## config.mk

```make
export PLATFORM = sky130hd
export DESIGN_NAME = bank_read_merge
export DESIGN_NICKNAME = d
export VERILOG_FILES = /design/src/hdl/mem_cfg_pkg.sv /design/src/hdl/mem_port_pkg.sv /design/src/hdl/bank_read_merge.sv
export SDC_FILE = /design/constraint.sdc
export NUM_CORES = 1
export LEC_CHECK = 0
export ABC_AREA = 1
export BUFFER_PORTS_ARGS = -buffer_cell sky130_fd_sc_hd__buf_2
export CELL_PAD_IN_SITES_DETAIL_PLACEMENT = 1
export CELL_PAD_IN_SITES_GLOBAL_PLACEMENT = 1
export CORE_ASPECT_RATIO = 1.1
export CORE_MARGIN = 5
export CORE_UTILIZATION = 20
export CTS_CLUSTER_DIAMETER = 80
export CTS_CLUSTER_SIZE = 10
export DETAILED_ROUTE_END_ITERATION = 7
export PLACE_DENSITY_LB_ADDON = 0.1
export SETUP_SLACK_MARGIN = 0.1
export SLEW_MARGIN = 25
export SYNTH_ARGS = -nofsm -noshare
export SYNTH_HDL_FRONTEND = slang
export SYNTH_SLANG_ARGS = --single-unit
```

## constraint.sdc

```tcl
create_clock -name clk_i -period 1.2 [get_ports clk_i]
set_input_delay 0 -clock clk_i [delete_from_list [all_inputs] [get_ports clk_i]]
set_output_delay 0 -clock clk_i [all_outputs]
set_load 0.005 [all_outputs]
```

## src/hdl/mem_cfg_pkg.sv

```systemverilog
`default_nettype none

package mem_cfg_pkg;

   // word size of every bank and of the top-level data ports
   parameter int DATA_W = 32;

   // global word address, interleaved across the banks by its low bits
   parameter int ADDR_W = 8;

   // total number of words over all banks
   parameter int WORDS = 1 << ADDR_W;

   // result of a read and a write to one address in the same cycle
   typedef enum logic
   {
      RW_OLD_DATA = 1'b0,
      // read sees the word being written
      RW_NEW_DATA = 1'b1
   } rw_policy_e;

endpackage : mem_cfg_pkg

`default_nettype wire

```

## src/hdl/mem_port_pkg.sv

```systemverilog
`default_nettype none

package mem_port_pkg;

   import mem_cfg_pkg::*;

   // top-level write port, one strobe per request
   typedef struct packed
   {
      logic              valid;
      logic [ADDR_W-1:0] addr;
      logic [DATA_W-1:0] data;
   } wr_req_t;

   // top-level read port, data returns one cycle later
   typedef struct packed
   {
      logic              valid;
      logic [ADDR_W-1:0] addr;
   } rd_req_t;

   // held read word of one bank
   typedef struct packed
   {
      logic [DATA_W-1:0] data;
   } bank_rd_t;

endpackage : mem_port_pkg

`default_nettype wire

```

## src/hdl/bank_read_merge.sv

```systemverilog
`default_nettype none

module bank_read_merge #(
   parameter int  banks_p      = 4,
   localparam int sel_width_lp = $clog2(banks_p)
) (
   input  logic                            clk_i,
   input  logic                            rst_n_i,

   input  logic                            rd_v_i,
   input  logic [sel_width_lp-1:0]         rd_bank_i,

   input  mem_port_pkg::bank_rd_t          bank_rd_i [banks_p],

   output logic [mem_cfg_pkg::DATA_W-1:0]  rd_data_o
);

   // bank whose read register carries the latest read
   logic [sel_width_lp-1:0] rd_bank_r;

   // captured on the same edge as the bank's own read register
   always_ff @(posedge clk_i or negedge rst_n_i)
   begin
      if (!rst_n_i)
      begin
         rd_bank_r <= '0;
      end
      else if (rd_v_i)
      begin
         rd_bank_r <= rd_bank_i;
      end
   end

   // banks hold their last read, so the mux output holds too
   assign rd_data_o = bank_rd_i[rd_bank_r].data;

endmodule : bank_read_merge

`default_nettype wire

```

==> summary.md <==
| Metric | Value |
|---|---|
| # IOs | `165` |
| Vias in the first global route | `2,676` |
| Tightest Pin Transition | `0.2236 ns` |
| Most common cell after layout, fill and taps aside | `buf_2` |
| Initial DRC Count | `33` |
| Leak | `0.002048 uW` |
| Synthesized instance count | `381` |
| Number of diodes | `0` |
| Reg2Reg Setup Slack | `0.17 ns` |
| RD Place Congestion | `0.8529` |
| Root Driver | `clkbuf_8` |
| WP data required | `1.20 ns` |
| Hold Crit Class | `input pin to register` |
| Final min period | `1.282 ns` |
| Hpwl dp | `6287 um` |
| Die Y-Extent | `105.1 um` |
| Syn Std Cell Area | `0.001643 sq mm` |
| DR DRC count | `0` |
| CTS tree | `built` |
| Sink Count | `2` |
| Setup ws final | `-0.08189 ns` |
| Total gr overflow | `0` |
| Cell mode on critical path | `nand2_1` |
| Pwr per Cell Area | `559.9 mW/mm^2` |
| First-pass GRT wire length | `12,050 um` |
| Fmax | `0.7801 GHz` |
| Filler cells | `1,199` |
| Crit path max fanout | `14` |
| Slew Limit Fails | `0` |
| Synth unique cells | `12` |
| Register bank with the most flops | `rd_bank_r` |
| CP max-delay cell | `dfrtp_2` |
| Deepest clock path buffer count | `2` |
| H-tree depth | `1` |
| Largest regs | `rd_bank_r x2` |
| Die area | `0.01013 sq mm` |
| Share of cells above drive strength 1 | `36.60%` |
| Initial Utilization | `20.65%` |
| Kind of cell adding the most delay to the critical path | `flip-flops` |
| Ys Warns | `0` |
| Initial antenna violation count | `0` |
| Setup violators final | `31` |
| CP Data Arrival Time | `1.28 ns` |
| CP peak stage delay | `0.42 ns` |
| Failing checks | `negative hold slack, negative setup slack` |
| CP startpoint kind | `register` |
| Max VDD drop | `0.2290 mV` |
| Area growth, synth to finish | `65.73%` |
| Worst setup EP type | `primary output` |
| DR vias | `2,601` |
| GRT Overall Usage | `14.49%` |
| Chip width | `96.42 um` |
| Routed Antenna Nets | `0` |
| Outcome | `finished, violations left` |
| Number of placement rows | `34` |
| Clock Skew | `0 ns` |
| RSZ-0062 raised after global routing | `yes` |
| Max FFs per register | `2` |
| Final #Nets | `675` |
| Total wire length | `7684 um` |
| Worst-Skew Late Latency | `0.21 ns` |
| Num CTS Buffers | `3` |
| Crit path cell chain | `clkinv_4 > buf_12 > nand2_1 > nand3_1 > nand2_1 > buf_2` |
| Worst hold margin | `-0.001589 ns` |
| # Max-Cap Violations | `0` |
| Largest net degree at the start of global routing | `27` |
| Setup CP Type | `register to primary output` |
| Register area share after synthesis | `3.046%` |
| Syn_area_per_cell | `4.312 sq um` |
| WP buf/inv | `3` |
| Overall power | `1524 uW` |
| Worst-path clk slew | `0.03 ns` |
| Post-DR vias/cell | `4.008` |
| Core ar. | `0.007955 sq mm` |
| Routed WL per cell | `11.84 um` |
| Yosys reg bits | `2` |
| Most frequent cells in the layout | `buf_2, nand2_1, inv_1` |
| Fin. Hold Viols | `1` |
| TritonRoute pass-1 iters | `4` |
| Port-buffer cells | `164` |
| Syn Nets | `514` |
| Slew headroom | `85.09%` |
| Tcrit/Tclk final | `106.8%` |
==> cell type report <==
cell class / count / area (sq um) / share of cell area, %
inverter: 130 / 493.0 / 18.11
clock buffer: 4 / 45.04 / 1.654
tap: 108 / 135.1 / 4.963
multi-input combinational: 228 / 1005 / 36.90
sequential: 2 / 51.30 / 1.884
timing repair buffer: 177 / 993.5 / 36.49
==> metal layers <==
metal	vias up	GRT usage [%]	routed length, um
met4	0	1.703	44
met3	4	3.666	699
li1	1379	-	-
met2	96	26.30	3749
met5	-	0	0
met1	1122	17.35	3190
==> where the power goes <==
part           leakage (uW)  switching (uW)  internal [uW]
sequential        0.0000232            9.43           74.7
clock             0.0000228            58.8            226
combinational       0.00200             603            553
total               0.00205             671            853
==> through the flow <==
step                      instances  TNS [ns]  utilization, %  instance area [sq um]  worst slack (ns)
after floorplan                 381         0               -                   1643            0.3190
after global placement          642         0           32.01                   2546            0.1251
after detailed placement        642         0           32.01                   2546            0.1144
after CTS                       648    -2.116           33.53                   2668          -0.09598
after global routing            649    -3.627           34.22                   2723           -0.1499
final                           649    -1.078           34.22                   2723          -0.08189
==> cell families (layout without fill, tap and decap cells) <==
kind of cell           Yosys count  count (layout)  share of synthesized area [%]
AOI/OAI and AO/OA                2               2                         0.6087
and+or+nand+nor                226             226                          56.51
buffers and inverters          151             311                          39.83
DFF                              2               2                          3.047
==> timing repair <==
item                                   CTS  global route
gates resized for setup                 11            14
hold buffers                             1             0
setup endpoints to repair               32            32
endpoints found under the hold margin    2             0
gates cloned                             1             0
buffers inserted                         0             1
==> cell usage after synthesis, drive strengths merged <==
cell | number | area (sq um)
nand2 | 162 | 608.1
inv | 130 | 488.0
nand3 | 64 | 320.3
buf | 17 | 121.4
clkbuf | 4 | 45.04
dfrtp | 2 | 50.05
o21ai | 2 | 10.00
==> final timing paths <==
| path | startpoint | endpoint | depth (start not counted) |
|---|---|---|---|
| worst max register to register | rd_bank_r[0] | rd_bank_r[0] | 4 |
| max in group asynchronous | rst_n_i | rd_bank_r[0] | 2 |
| min in group asynchronous | rst_n_i | rd_bank_r[0] | 2 |
| worst min register to register | rd_bank_r[1] | rd_bank_r[1] | 3 |
| worst max-delay path | rd_bank_r[0] | rd_data_o[25] | 6 |
| worst min-delay path | rd_bank_i[0] | rd_bank_r[0] | 3 |
==> worst reg2reg max path, cell delays in order, from the launching register on <==
cell	delay, ns
dfrtp_2	0.42
clkinv_4	0.12
buf_16	0.17
buf_4	0.14
o21ai_2	0.10
Note: power is estimated with default switching activity, not from simulation.
